--- config.mk ---
export PLATFORM = sky130hd
export DESIGN_NAME = l2_cache
export DESIGN_NICKNAME = d
export VERILOG_FILES = /design/src/verilog/l2_cache_pkg.sv /design/src/verilog/l2_tag_way.sv /design/src/verilog/l2_cache_tag.sv /design/src/verilog/l2_cache_read.sv /design/src/verilog/l2_cache.sv
export SDC_FILE = /design/constraint.sdc
export NUM_CORES = 2
export LEC_CHECK = 0
export ABC_CLOCK_PERIOD_IN_PS = 9740
export BUFFER_PORTS_ARGS = -buffer_cell sky130_fd_sc_hd__buf_4
export CORE_ASPECT_RATIO = 0.9
export CORE_MARGIN = 4
export CORE_UTILIZATION = 63
export CTS_CLUSTER_SIZE = 8
export DETAILED_ROUTE_END_ITERATION = 10
export GPL_TIMING_DRIVEN = 0
export PLACE_DENSITY_LB_ADDON = 0.1
export SKIP_CTS_REPAIR_TIMING = 1
export SYNTH_ARGS = -nofsm -noshare
export SYNTH_HDL_FRONTEND = slang
export SYNTH_SLANG_ARGS = --single-unit
--- constraint.sdc ---
create_clock -name clk -period 9.74 [get_ports clk]
set_input_delay 1.948 -clock clk [delete_from_list [all_inputs] [get_ports clk]]
set_output_delay 1.948 -clock clk [all_outputs]
set_load 0.1 [all_outputs]
--- src/verilog/l2_cache_pkg.sv ---
/* L2 cache shared definitions */

package l2_cache_pkg;
	// Cache geometry
	localparam int L2_WAYS = 4;
	localparam int L2_SETS = 16;
	localparam int TAG_BITS = 8;
	localparam int LINE_BITS = 32;
	localparam int NUM_THREADS = 4;

	// Index widths derived from the geometry
	localparam int SET_BITS = $clog2(L2_SETS);
	localparam int WAY_BITS = $clog2(L2_WAYS);
	localparam int THREAD_BITS = $clog2(NUM_THREADS);
	localparam int ADDR_BITS = TAG_BITS + SET_BITS;

	// The data array holds one line per way and set
	localparam int DATA_ENTRIES = L2_WAYS * L2_SETS;

	// Request operations
	typedef enum logic [2:0]
	{
		L2_LOAD,
		L2_STORE,
		L2_LOAD_SYNC,
		L2_STORE_SYNC,
		L2_FLUSH
	} l2_op_t;

	typedef logic [SET_BITS - 1:0] set_idx_t;
	typedef logic [WAY_BITS - 1:0] way_idx_t;
	typedef logic [TAG_BITS - 1:0] l2_tag_t;

	// Line address with the tag in the upper bits and the set index below it
	typedef logic [ADDR_BITS - 1:0] l2_addr_t;

	typedef logic [THREAD_BITS - 1:0] thread_idx_t;
	typedef logic [LINE_BITS - 1:0] line_t;
endpackage

--- src/verilog/l2_tag_way.sv ---
/* L2 tag way storage */

`timescale 1ns/1ps

module l2_tag_way(
	input logic clk,
	input logic reset,

	// Read port, addressed by the incoming request
	input l2_cache_pkg::set_idx_t read_set,

	// Metadata updates from the read stage
	input logic tag_update_en,
	input logic dirty_update_en,
	input logic dirty_value,
	input l2_cache_pkg::set_idx_t update_set,
	input l2_cache_pkg::l2_tag_t update_tag,

	// Read results, aligned with the registered request
	output logic way_valid,
	output l2_cache_pkg::l2_tag_t way_tag,
	output logic way_dirty);

	import l2_cache_pkg::*;

	// Per-set metadata for this way
	logic [L2_SETS - 1:0] valid_bits;
	l2_tag_t tag_mem[L2_SETS];
	logic dirty_mem[L2_SETS];

	logic tag_bypass;
	logic dirty_bypass;

	// An update that lands on the set being read this edge must be seen by
	// the next request, otherwise back-to-back requests would read stale state
	assign tag_bypass = tag_update_en && update_set == read_set;
	assign dirty_bypass = dirty_update_en && update_set == read_set;

	// After reset every line of this way is empty
	always_ff @(posedge clk, posedge reset)
	begin
		if (reset)
		begin
			valid_bits <= '0;
			way_valid <= 1'b0;
		end
		else
		begin
			// Installing a tag always makes the line valid
			if (tag_update_en)
				valid_bits[update_set] <= 1'b1;

			way_valid <= tag_bypass || valid_bits[read_set];
		end
	end

	always_ff @(posedge clk)
	begin
		if (tag_update_en)
			tag_mem[update_set] <= update_tag;

		if (dirty_update_en)
			dirty_mem[update_set] <= dirty_value;

		way_tag <= tag_bypass ? update_tag : tag_mem[read_set];
		way_dirty <= dirty_bypass ? dirty_value : dirty_mem[read_set];
	end

	// A fill installs the tag and initializes the dirty bit of the same
	// entry in one edge, so a newly valid line never exposes an old dirty bit
	assert property (@(posedge clk) disable iff (reset)
		tag_update_en |-> dirty_update_en);
endmodule

--- src/verilog/l2_cache_tag.sv ---
/* L2 cache tag stage */

`timescale 1ns/1ps

module l2_cache_tag(
	input logic clk,
	input logic reset,

	// Incoming request
	input logic req_valid,
	input logic req_fill,
	input l2_cache_pkg::l2_op_t req_op,
	input l2_cache_pkg::thread_idx_t req_thread,
	input l2_cache_pkg::l2_addr_t req_address,
	input l2_cache_pkg::line_t req_data,

	// LRU update from the read stage
	input logic lru_update_en,
	input l2_cache_pkg::set_idx_t lru_update_set,
	input l2_cache_pkg::way_idx_t lru_update_way,

	// Set read by the ways this cycle
	output l2_cache_pkg::set_idx_t way_read_set,

	// Registered request to the read stage
	output logic t_valid,
	output logic t_fill,
	output l2_cache_pkg::l2_op_t t_op,
	output l2_cache_pkg::thread_idx_t t_thread,
	output l2_cache_pkg::l2_addr_t t_address,
	output l2_cache_pkg::line_t t_data,
	output l2_cache_pkg::way_idx_t t_lru_way);

	import l2_cache_pkg::*;

	// Each set keeps its ways ordered from most recent (slot 0) to least
	// recent (last slot)
	way_idx_t lru_order[L2_SETS][L2_WAYS];
	way_idx_t lru_cur[L2_WAYS];
	way_idx_t lru_moved[L2_WAYS];
	logic lru_bypass;
	logic order_is_perm;

	// The set index is the low part of the line address
	assign way_read_set = req_address[SET_BITS - 1:0];
	assign lru_bypass = lru_update_en && lru_update_set == way_read_set;

	always_comb
	begin
		for (int i = 0; i < L2_WAYS; i++)
			lru_cur[i] = lru_order[lru_update_set][i];
	end

	// Move the used way to the front. Every entry ahead of its old slot
	// shifts back by one and the entries behind it stay put
	always_comb
	begin
		logic found;

		found = 1'b0;
		lru_moved[0] = lru_update_way;
		for (int i = 1; i < L2_WAYS; i++)
		begin
			if (lru_cur[i - 1] == lru_update_way)
				found = 1'b1;

			lru_moved[i] = found ? lru_cur[i] : lru_cur[i - 1];
		end
	end

	always_ff @(posedge clk, posedge reset)
	begin
		if (reset)
		begin
			// Way 0 starts most recent and the last way least recent
			for (int s = 0; s < L2_SETS; s++)
			begin
				for (int i = 0; i < L2_WAYS; i++)
					lru_order[s][i] <= way_idx_t'(i);
			end
		end
		else if (lru_update_en)
		begin
			for (int i = 0; i < L2_WAYS; i++)
				lru_order[lru_update_set][i] <= lru_moved[i];
		end
	end

	always_ff @(posedge clk, posedge reset)
	begin
		if (reset)
			t_valid <= 1'b0;
		else
			t_valid <= req_valid;
	end

	// Payload travels alongside t_valid
	always_ff @(posedge clk)
	begin
		t_fill <= req_fill;
		t_op <= req_op;
		t_thread <= req_thread;
		t_address <= req_address;
		t_data <= req_data;

		// Victim candidate, taken from the update when it hits the same set
		if (lru_bypass)
			t_lru_way <= lru_moved[L2_WAYS - 1];
		else
			t_lru_way <= lru_order[way_read_set][L2_WAYS - 1];
	end

	// Every way must appear exactly once in the order being read
	always_comb
	begin
		logic [L2_WAYS - 1:0] seen;

		seen = '0;
		for (int i = 0; i < L2_WAYS; i++)
			seen[lru_order[way_read_set][i]] = 1'b1;

		order_is_perm = &seen;
	end

	assert property (@(posedge clk) disable iff (reset) order_is_perm);
endmodule

--- src/verilog/l2_cache_read.sv ---
/* L2 cache read stage */

`timescale 1ns/1ps

module l2_cache_read(
	input logic clk,
	input logic reset,

	// Registered request from the tag stage
	input logic t_valid,
	input logic t_fill,
	input l2_cache_pkg::l2_op_t t_op,
	input l2_cache_pkg::thread_idx_t t_thread,
	input l2_cache_pkg::l2_addr_t t_address,
	input l2_cache_pkg::line_t t_data,
	input l2_cache_pkg::way_idx_t t_lru_way,

	// Metadata read by the ways
	input logic way_valid[l2_cache_pkg::L2_WAYS],
	input logic way_dirty[l2_cache_pkg::L2_WAYS],
	input l2_cache_pkg::l2_tag_t way_tag[l2_cache_pkg::L2_WAYS],

	// Metadata updates, written at the next edge
	output l2_cache_pkg::set_idx_t update_set,
	output logic [l2_cache_pkg::L2_WAYS - 1:0] tag_update_en,
	output logic [l2_cache_pkg::L2_WAYS - 1:0] dirty_update_en,
	output logic dirty_value,
	output logic lru_update_en,
	output l2_cache_pkg::way_idx_t lru_update_way,

	// Response
	output logic resp_valid,
	output l2_cache_pkg::l2_op_t resp_op,
	output l2_cache_pkg::thread_idx_t resp_thread,
	output l2_cache_pkg::l2_addr_t resp_address,
	output logic resp_hit,
	output l2_cache_pkg::line_t resp_data,
	output logic resp_sync_success,

	// Writeback
	output logic wb_valid,
	output l2_cache_pkg::l2_addr_t wb_address,
	output l2_cache_pkg::line_t wb_data);

	import l2_cache_pkg::*;

	line_t data_mem[DATA_ENTRIES];

	// Synchronized load record per thread
	l2_addr_t sync_addr[NUM_THREADS];
	logic [NUM_THREADS - 1:0] sync_valid;

	set_idx_t t_set;
	l2_tag_t t_tag;
	logic [L2_WAYS - 1:0] tag_match;
	logic cache_hit;
	logic fill;
	way_idx_t hit_way;
	way_idx_t fill_way;
	way_idx_t access_way;
	logic [WAY_BITS + SET_BITS - 1:0] data_idx;
	line_t old_data;
	logic can_store_sync;
	logic store_sync_ok;
	logic data_write;
	logic sync_clear;
	logic fill_wb;
	logic flush_wb;

	assign t_set = t_address[SET_BITS - 1:0];
	assign t_tag = t_address[ADDR_BITS - 1:SET_BITS];
	assign fill = t_valid && t_fill;

	// Raw tag compare, before the fill qualifier
	always_comb
	begin
		for (int w = 0; w < L2_WAYS; w++)
			tag_match[w] = way_valid[w] && way_tag[w] == t_tag;
	end

	assign cache_hit = t_valid && !t_fill && |tag_match;

	always_comb
	begin
		hit_way = '0;
		for (int w = 0; w < L2_WAYS; w++)
		begin
			if (tag_match[w])
				hit_way = way_idx_t'(w);
		end
	end

	// Scan downwards so the lowest invalid way wins, else take the LRU way
	always_comb
	begin
		fill_way = t_lru_way;
		for (int w = L2_WAYS - 1; w >= 0; w--)
		begin
			if (!way_valid[w])
				fill_way = way_idx_t'(w);
		end
	end

	assign access_way = fill ? fill_way : hit_way;

	// On a fill this reads the victim line, on a hit the hit line
	assign data_idx = {access_way, t_set};
	assign old_data = data_mem[data_idx];

	// A store-sync only goes through if this thread's record still holds
	// the address, so nobody stored to the line since the load-sync
	assign can_store_sync = t_op == L2_STORE_SYNC && sync_valid[t_thread]
		&& sync_addr[t_thread] == t_address;
	assign store_sync_ok = cache_hit && can_store_sync;

	assign data_write = fill || (cache_hit && (t_op == L2_STORE || store_sync_ok));

	assign update_set = t_set;

	// Dirty is set by stores, cleared by flushes, and set up by every fill
	assign dirty_value = t_op == L2_STORE || t_op == L2_STORE_SYNC;

	always_comb
	begin
		for (int w = 0; w < L2_WAYS; w++)
		begin
			tag_update_en[w] = fill && fill_way == way_idx_t'(w);
			dirty_update_en[w] = access_way == way_idx_t'(w) && (fill || (cache_hit
				&& (t_op == L2_STORE || store_sync_ok || t_op == L2_FLUSH)));
		end
	end

	// Flushes leave the recency order alone
	assign lru_update_en = fill || (cache_hit && t_op != L2_FLUSH);
	assign lru_update_way = access_way;

	// Evicting a dirty valid victim, or flushing a dirty line
	assign fill_wb = fill && way_valid[fill_way] && way_dirty[fill_way];
	assign flush_wb = cache_hit && t_op == L2_FLUSH && way_dirty[hit_way];

	// Any store that lands on the line kills every record of its address
	assign sync_clear = store_sync_ok || (t_op == L2_STORE && (cache_hit || fill));

	always_ff @(posedge clk)
	begin
		if (data_write)
			data_mem[data_idx] <= t_data;
	end

	always_ff @(posedge clk, posedge reset)
	begin
		if (reset)
		begin
			sync_valid <= '0;
			resp_valid <= 1'b0;
			resp_sync_success <= 1'b0;
			wb_valid <= 1'b0;
		end
		else
		begin
			if (sync_clear)
			begin
				for (int i = 0; i < NUM_THREADS; i++)
				begin
					if (sync_addr[i] == t_address)
						sync_valid[i] <= 1'b0;
				end
			end

			if (t_op == L2_LOAD_SYNC && (cache_hit || fill))
				sync_valid[t_thread] <= 1'b1;

			resp_valid <= t_valid;
			resp_sync_success <= store_sync_ok;
			wb_valid <= fill_wb || flush_wb;
		end
	end

	always_ff @(posedge clk)
	begin
		if (t_op == L2_LOAD_SYNC && (cache_hit || fill))
			sync_addr[t_thread] <= t_address;

		resp_op <= t_op;
		resp_thread <= t_thread;
		resp_address <= t_address;
		resp_hit <= cache_hit;

		// Fills answer with the new line, everything else with the old one
		resp_data <= fill ? t_data : old_data;

		wb_address <= fill ? {way_tag[fill_way], t_set} : t_address;
		wb_data <= old_data;
	end

	// The outside only fills lines that miss
	assert property (@(posedge clk) disable iff (reset) fill |-> !(|tag_match));

	assert property (@(posedge clk) disable iff (reset)
		fill |-> t_op != L2_STORE_SYNC && t_op != L2_FLUSH);

	// Fills never install a duplicate tag, so at most one way can match
	assert property (@(posedge clk) disable iff (reset) t_valid |-> $onehot0(tag_match));
endmodule

--- src/verilog/l2_cache.sv ---
/* L2 cache top */

`timescale 1ns/1ps

module l2_cache(
	input logic clk,
	input logic reset,

	// Requests, one per cycle at most
	input logic req_valid,
	input l2_cache_pkg::l2_op_t req_op,
	input logic req_fill,
	input l2_cache_pkg::thread_idx_t req_thread,
	input l2_cache_pkg::l2_addr_t req_address,
	input l2_cache_pkg::line_t req_data,

	// Responses, two cycles after the request
	output logic resp_valid,
	output l2_cache_pkg::l2_op_t resp_op,
	output l2_cache_pkg::thread_idx_t resp_thread,
	output l2_cache_pkg::l2_addr_t resp_address,
	output logic resp_hit,
	output l2_cache_pkg::line_t resp_data,
	output logic resp_sync_success,

	// Writebacks to memory
	output logic wb_valid,
	output l2_cache_pkg::l2_addr_t wb_address,
	output l2_cache_pkg::line_t wb_data);

	import l2_cache_pkg::*;

	set_idx_t way_read_set;
	logic t_valid;
	logic t_fill;
	l2_op_t t_op;
	thread_idx_t t_thread;
	l2_addr_t t_address;
	line_t t_data;
	way_idx_t t_lru_way;

	logic way_valid[L2_WAYS];
	logic way_dirty[L2_WAYS];
	l2_tag_t way_tag[L2_WAYS];

	set_idx_t update_set;
	logic [L2_WAYS - 1:0] tag_update_en;
	logic [L2_WAYS - 1:0] dirty_update_en;
	logic dirty_value;
	logic lru_update_en;
	way_idx_t lru_update_way;

	l2_cache_tag tag_stage(
		.lru_update_set(update_set),
		.*);

	// One metadata store per way, all sharing the update set and the
	// tag of the request in the read stage
	genvar way;
	generate
		for (way = 0; way < L2_WAYS; way++)
		begin : way_gen
			l2_tag_way tag_way(
				.clk(clk),
				.reset(reset),
				.read_set(way_read_set),
				.tag_update_en(tag_update_en[way]),
				.dirty_update_en(dirty_update_en[way]),
				.dirty_value(dirty_value),
				.update_set(update_set),
				.update_tag(t_address[ADDR_BITS - 1:SET_BITS]),
				.way_valid(way_valid[way]),
				.way_tag(way_tag[way]),
				.way_dirty(way_dirty[way]));
		end
	endgenerate

	l2_cache_read read_stage(.*);
endmodule

**After elaboration in Yosys (flattened, before gate mapping)**

Memory sizes are Yosys's and may differ from the RTL's. A register that Yosys moved wholly into a read port is not among the register bits.
Index checks and enable logic that the tools add are counted.
W data, S select, Z words.

- Register bits: 350
- Latch bits: 0
- Input bits: 53
- Memories: 10
- Memory bits (read-only): 0
- Logic and storage cells: 282
- RAM bits: 2,672

- Shift operators: 0
- Reductions and logical operators: 52
- Bitwise logic cells: 9
- Multipliers: 0
- Order comparisons: 10
- Divide/modulo/power cells: 0
- Equal/unequal tests: 24
- $add $sub $neg: 0
- Mux-type cells: 87

Memories:

| memory | words | width | rd ports | clocked after Yosys merged registers in | write ports | RTL line | RTL |
|---|---|---|---|---|---|---|---|
| read_stage.data_mem | 64 | 32 | 1 | 0 | 1 | l2_cache_read.sv:47 | `line_t data_mem[DATA_ENTRIES];` |
| way_gen[0].tag_way.tag_mem | 16 | 8 | 1 | 1 | 1 | l2_tag_way.sv:28 | `l2_tag_t tag_mem[L2_SETS];` |
| way_gen[1].tag_way.tag_mem | 16 | 8 | 1 | 1 | 1 | l2_tag_way.sv:28 |  |
| way_gen[2].tag_way.tag_mem | 16 | 8 | 1 | 1 | 1 | l2_tag_way.sv:28 |  |
| way_gen[3].tag_way.tag_mem | 16 | 8 | 1 | 1 | 1 | l2_tag_way.sv:28 |  |
| read_stage.sync_addr | 4 | 12 | 5 | 1 | 1 | l2_cache_read.sv:50 | `l2_addr_t sync_addr[NUM_THREADS];` |
| +4 memories | n/a | n/a | n/a | n/a | n/a | n/a |  |

Operators with widths:

| operator | number |
|---|---|
| $bwmux W128 | 4 |
| $demux W8 S4 | 4 |
| $bmux W8 S4 | 2 |
| $or A16 B16 Y16 | 4 |
| $eq A12 B12 Y1 | 5 |
| $mux W1 | 41 |
| $mux W8 | 5 |
| $logic_and A1 B1 Y1 | 35 |
| $eq A8 B8 Y1 | 4 |
| $mux W32 | 1 |
| $mux W2 | 14 |
| $bmux W1 S4 | 4 |
| $bmux W8 S2 | 1 |
| $logic_or A1 B1 Y1 | 13 |
| $mux W12 | 1 |
| $mux W4 | 3 |
| $ge A5 B5 Y1 const B | 2 |
| $lt A4 B5 Y1 const B | 2 |
| $not A4 Y5 | 2 |
| $bmux W1 S2 | 4 |
| $eq A2 B2 Y1 const B | 4 |
| $eq A2 B2 Y1 | 3 |
| $eq A3 B2 Y1 const B | 2 |
| $ge A3 B3 Y1 const B | 2 |
| other kinds (17) | 20 |

**Depth between registers and ports, before layout**

- Depth after elaboration: 12
- Mapped depth: 20

**Hierarchy**

From an unflattened synthesis, not the netlist that was laid out.

- Cell total of the unflattened synthesis: 6,914
- Area total of the unflattened synthesis: 119,633.5 µm²

Modules (own cells, without submodules):

| module | area an instance (µm²) | seq. area each (µm²) | instances | cells each |
|---|---|---|---|---|
| l2_cache_read | 85,654.6 | 64,917.3 | 1 | 5,165 |
| l2_tag_way | 6,560.0 | 4,829.6 | 4 | 307 |
| l2_cache_tag | 7,738.7 | 4,349.2 | 1 | 521 |

**Worst setup path after synthesis**

OpenSTA, ideal clock, no wires.

- Kind: register to register
- Start point: reg tag_stage.t_address[9]
- End point: mem read_stage.data_mem[22][0] (netlist bit) (enable)
- Arrival: 5.337 ns
- Path buffers: 3
- Required time: 9.319 ns
- Setup slack: 3.982 ns
- Library setup time: 0.421 ns
- Cell stages (with the launch flop): 15
- Cells stage by stage: dfxtp_1 > buf_1 > inv_1 > or3_1 > a211oi_1 > o2111a_1 > and3_1 > buf_4 > nor2_1 > o211ai_1 > o21ai_0 > or2_2 > a21o_1 > buf_2 > nor2_1

- Cells in the longest elaborated chain, start to end: 10

Ends and longest elaborated chain:

| element | RTL line | RTL |
|---|---|---|
| from (decl) | l2_cache_tag.sv:30 | `output l2_cache_pkg::l2_addr_t t_address,` |
| from (signal assigned) | l2_cache_tag.sv:103 | `t_address <= req_address;` |
| $eq A8 B8 Y1 | l2_cache_read.sv:78 | `tag_match[w] = way_valid[w] && way_tag[w] == t_tag;` |
| $logic_and A1 B1 Y1 | l2_cache_read.sv:78 |  |
| $reduce_or A4 Y1 | l2_cache_read.sv:81 | `assign cache_hit = t_valid && !t_fill && \|tag_match;` |
| $logic_and A1 B1 Y1 | l2_cache_read.sv:81 |  |
| $logic_and A1 B1 Y1 | l2_cache_read.sv:114 | `assign store_sync_ok = cache_hit && can_store_sync;` |
| $logic_or A1 B1 Y1 | l2_cache_read.sv:116 | `assign data_write = fill \|\| (cache_hit && (t_op == L2_STORE \|\| store_sync_ok));` |
| $logic_and A1 B1 Y1 | l2_cache_read.sv:116 |  |
| $logic_or A1 B1 Y1 | l2_cache_read.sv:116 |  |
| $mux W1 | l2_cache_read.sv:146 | `if (data_write)` |
| $mux W1 (implied by the code) | l2_cache_read.sv:147 | `data_mem[data_idx] <= t_data;` |
| to (decl) | l2_cache_read.sv:47 |  |

Parallel ways exist; a longest one is shown, timed or not.

**Worst setup path after layout**

- Start point: reg tag_stage.t_address[0]
- End point: mem read_stage.data_mem[55][18] (netlist bit) (enable)

- Cells in the longest elaborated chain, start to end: 8

Ends and longest elaborated chain:

| element | RTL line | RTL |
|---|---|---|
| $eq A12 B12 Y1 | l2_cache_read.sv:113 | `&& sync_addr[t_thread] == t_address;` |
| $logic_and A1 B1 Y1 | l2_cache_read.sv:113 |  |
| $logic_and A1 B1 Y1 | l2_cache_read.sv:114 |  |
| $logic_or A1 B1 Y1 | l2_cache_read.sv:116 |  |
| $logic_and A1 B1 Y1 | l2_cache_read.sv:116 |  |
| $logic_or A1 B1 Y1 | l2_cache_read.sv:116 |  |
| $mux W1 | l2_cache_read.sv:146 |  |
| $mux W1 (implied by the code) | l2_cache_read.sv:147 |  |

Parallel ways exist; a longest one is shown, timed or not.

==> results by group <==
Worst setup path
  – Cell count along the critical path: 18
  – Worst reg2reg path startpoint: tag_stage.t_address[0]$_DFF_P_
  – FF-to-FF End: read_stage.data_mem[55][18]$_DFFE_PP_
  – Worst path top cell family by delay: buffers and inverters
  – Buffers and inverters on the worst path: 8
  – Slowest-stage cell, CP: sky130_fd_sc_hd__nor2_4
  – Worst setup path end: read_stage.data_mem[55][18]$_DFFE_PP_
  – Setup slack of the most critical reg-to-reg path: 1.68 ns
  – Required time of the critical path: 10.38 ns
  – Cells along the critical path: buf_2 > buf_4 > inv_1 > buf_2 > buf_1 > clkbuf_1 > nand2_1 > and3_1 > a21oi_1 > xor2_1 > or4_1 > o211ai_1 > o21ai_0 > nor2_1 > o21ai_1 > buf_2 > nor2_4 > buf_16
  – R2R cell count: 18
  – Setup Crit Path Kind: register to register
  – Launch point of the worst path: tag_stage.t_address[0]$_DFF_P_
  – Launching element type of the critical path: register
  – Critical path endpoint category: register
  – Maximum fanout along the worst path: 20
  – Cell repeated most along the worst path: sky130_fd_sc_hd__buf_2
  – Delay of the slowest cell on the worst path: 0.76 ns
  – Data arrival at the endpoint of the critical path: 8.70 ns

Synth
  – Post-synthesis instance total: 5631
  – Proportion of synthesized chip area in sequential cells: 0.7515
  – EDFF count, synth: 2672
  – Commonest register cell after synthesis: sky130_fd_sc_hd__edfxtp_1
  – Fraction of synthesis flops using an asynchronous set or reset pin: 0.06759
  – Number of unique standard cell types used by synthesis: 76
  – Count of synthesis-stage warnings from yosys: 0
  – Number of flip-flops and latches in the synthesized netlist: 3018
  – Post-synthesis net count: 5684
  – Cell area after synthesis: 117500 um^2
  – Post-synthesis average cell area: 20.86 um^2

Global route
  – Pin count of the biggest net entering global routing: 119
  – Total global routing overflow: 0
  – Initial antenna violation count: 17
  – Total GRT Usage: 0.3480
  – Wire length of the first global-routing pass: 470.8 mm
  – Number of global-route vias before repair: 62288

STA
  – Actual slew at the worst max-slew pin: 1.514 ns
  – Final setup viols: 0
  – Number of max-slew violations in the final report: 8
  – Final number of hold-violating endpoints: 0
  – RSZ-0062 raised after global routing: false
  – Final critical delay including setup and external delays: 8.062 ns
  – Worst clock skew: 0.07192 ns
  – Rel. slew slack: -0.009183
  – Post-Route Setup TNS: 0 ns
  – Max Freq: 124.0 MHz
  – Crit share post-route: 0.8277
  – Final worst-path setup slack: 1.678 ns

Finish
  – Register area: 88310 um^2
  – Relative area change from synthesis to final layout: 16.16%
  – Most frequent standard cell in the layout excluding fill and tap cells: sky130_fd_sc_hd__edfxtp_1
  – Fill count: 10389
  – Final layout net count: 6375
  – Multi-input gate area: 28000 um^2
  – Fraction of final layout cells sized beyond drive strength 1: 0.3115
  – Commonest non-fill, non-tap cells in the layout: sky130_fd_sc_hd__edfxtp_1 (2672), sky130_fd_sc_hd__mux4_2 (824), sky130_fd_sc_hd__clkbuf_16 (432)
  – Total non-filler cell area in the finished layout: 136400 um^2
  – Number of cells in the finished layout apart from fillers: 9016

Routing
  – Via count of the routed design: 62208
  – Final wirelength: 332.4 mm
  – Post-DR vias/cell: 6.900
  – DRC violations left: 0
  – Post-DR wirelength/cell: 36.87 um
  – Number of violations reported at the end of detailed-routing iteration 0: 9734
  – 1st-pass router iterations: 6
  – Final ANT Viol Nets: 0

Status
  – Run status: finished with violations
  – Violations in the final reports: max-capacitance violations, max-slew violations

Die
  – Horizontal extent of the die: 463.1 um
  – Initial standard-cell utilization of the core: 0.6328
  – Cell row count: 150
  – Top-Level Pins: 150
  – Die area: 193400 um^2
  – Placeable core area: 185600 um^2
  – Vertical die dimension: 417.6 um

Worst hold path
  – Class of the tightest hold or removal check: register to register

Placed design
  – Number of placed cells counting well taps: 8325
  – Final HPWL DP: 214.0 mm
  – RePlAce Congestion: 0.9612
  – Worst slack after detailed placement: 1.687 ns
  – Post-placement cell area: 124600 um^2
  – IO Port Bufs: 149

Clock tree
  – CTS clock-pin slew for the worst setup and hold paths: 0.05 ns
  – TritonCTS Buffers: 427
  – Maximum buffer depth of the clock tree: 4
  – Number of H-tree branching levels: 5
  – Clock tree from TritonCTS: done
  – Clock Latency Late Sink: 0.99 ns
  – Number of sinks handled by clock tree synthesis: 3018
  – CTS root buf: sky130_fd_sc_hd__clkbuf_16

Power and ir drop
  – Highest ir drop seen on vdd: 0.0002504 V
  – Total power: 30.28 mW
  – Power per cell area: 222.0 nW/um^2
  – Static power due to leakage: 45.24 nW

Run
  – Max capacitance violation total: 1
[registers in the layout (all words and copies together) (netlist names), 4 cells and up]
signal	cells
read_stage.resp_address	12
read_stage.wb_data	32
read_stage.data_mem	2048
tag_stage.t_address	12
read_stage.sync_addr	48
tag_stage.lru_order	128
read_stage.sync_valid	4
way_gen.tag_way.tag_mem	512
read_stage.wb_address	8
way_gen.tag_way.way_valid	4
way_gen.tag_way.valid_bits	64
way_gen.tag_way.dirty_mem	64
tag_stage.t_data	32
read_stage.resp_data	32
[power breakdown]
part,internal (mW),leakage (nW),switching [mW]
clock,8.09,5.67,5.18
sequential,14.4,27.7,0.207
combinational,0.826,11.8,1.59
[through the flow]
| step | hold WS, ns | util |
|---|---|---|
| 2_1_floorplan | 0.3290 | - |
| 3_3_place_gp | 0.4436 | 0.6552 |
| 3_5_place_dp | 0.4510 | 0.6711 |
| 4_1_cts | 0.4575 | 0.7350 |
| 5_1_grt | 0.4671 | 0.7350 |
| 6_report | 0.4571 | 0.7350 |
[layout make-up]
class	instances	share of cell area
sequential	3018	0.6473
multi-input combinational	2246	0.2052
clock buffer	678	0.08600
timing repair buffer	262	0.02535
tap	2432	0.02230
buffer	347	0.01227
clock inverter	11	0.0009079
inverter	20	0.0006053
antenna	2	0.00003668
[cell usage after synthesis (all sizes together), types with 23 or more instances]
| cell | number | share of area |
|---|---|---|
| a21oi | 105 | 0.0049 |
| and3 | 23 | 0.0012 |
| a211oi | 36 | 0.0023 |
| or2 | 71 | 0.0038 |
| clkbuf | 170 | 0.0054 |
| nand2 | 238 | 0.0076 |
| buf | 177 | 0.0085 |
| mux2 | 76 | 0.0073 |
| edfxtp | 2672 | 0.68 |
| xnor2 | 68 | 0.0051 |
| dfrtp | 140 | 0.030 |
| o21ai | 79 | 0.0034 |
| mux2i | 159 | 0.014 |
| a22oi | 29 | 0.0019 |
| nor2 | 291 | 0.0093 |
| mux4 | 824 | 0.16 |
| dfxtp | 142 | 0.024 |
| dfstp | 64 | 0.014 |
| xor2 | 37 | 0.0028 |
| nor2b | 44 | 0.0023 |
[worst reg2reg max path: stages (launching register included)]
cell and delay, ns:
sky130_fd_sc_hd__dfxtp_1 0.43, sky130_fd_sc_hd__buf_2 0.32, sky130_fd_sc_hd__buf_4 0.27, sky130_fd_sc_hd__inv_1 0.17, sky130_fd_sc_hd__buf_2 0.43, sky130_fd_sc_hd__buf_1 0.64
sky130_fd_sc_hd__clkbuf_1 0.72, sky130_fd_sc_hd__nand2_1 0.10, sky130_fd_sc_hd__and3_1 0.24, sky130_fd_sc_hd__a21oi_1 0.48, sky130_fd_sc_hd__xor2_1 0.14, sky130_fd_sc_hd__or4_1 0.51
sky130_fd_sc_hd__o211ai_1 0.39, sky130_fd_sc_hd__o21ai_0 0.32, sky130_fd_sc_hd__nor2_1 0.55, sky130_fd_sc_hd__o21ai_1 0.52, sky130_fd_sc_hd__buf_2 0.51, sky130_fd_sc_hd__nor2_4 0.77
sky130_fd_sc_hd__buf_16 0.25
[cells by family (layout without fill, tap and decap cells)]
kind of cell    Yosys count  in the layout  synth area share
flops                  3018           3018            0.7515
other cells               0              2                 0
xor+xnor                105            105          0.007830
compound gates          331            331           0.01823
simple gates            751            751           0.02894
mux                    1059           1059            0.1789
buf+inv                 367           1318           0.01462
[metal layers]
metal  GRT usage  part of all wire  vias to the layer above
li1            -                 -                    24407
met1      0.5014              0.37                    32776
met3     0.08957              0.12                      741
met2      0.5180              0.46                     4280
met5           0          0.000081                        -
met4      0.1486             0.048                        4
[how the worst min path moves through the flow]
stage | startpoint | to | slack [ns] | cells after the start
2_1_floorplan | tag_stage.t_thread[0]$_DFF_P_ | read_stage.resp_thread[0]$_DFF_P_ | 0.33 | 0
3_3_place_gp | way_gen[2].tag_way.valid_bits[10]$_DFFE_PP0P_ | way_gen[2].tag_way.valid_bits[10]$_DFFE_PP0P_ | 0.44 | 1
3_5_place_dp | way_gen[3].tag_way.valid_bits[0]$_DFFE_PP0P_ | way_gen[3].tag_way.valid_bits[0]$_DFFE_PP0P_ | 0.45 | 1
4_1_cts | way_gen[1].tag_way.valid_bits[10]$_DFFE_PP0P_ | way_gen[1].tag_way.valid_bits[10]$_DFFE_PP0P_ | 0.46 | 1
5_1_grt | way_gen[2].tag_way.valid_bits[6]$_DFFE_PP0P_ | way_gen[2].tag_way.valid_bits[6]$_DFFE_PP0P_ | 0.47 | 1
6_report | way_gen[1].tag_way.valid_bits[10]$_DFFE_PP0P_ | way_gen[1].tag_way.valid_bits[10]$_DFFE_PP0P_ | 0.46 | 1
Power figures use the tool's default switching activity.
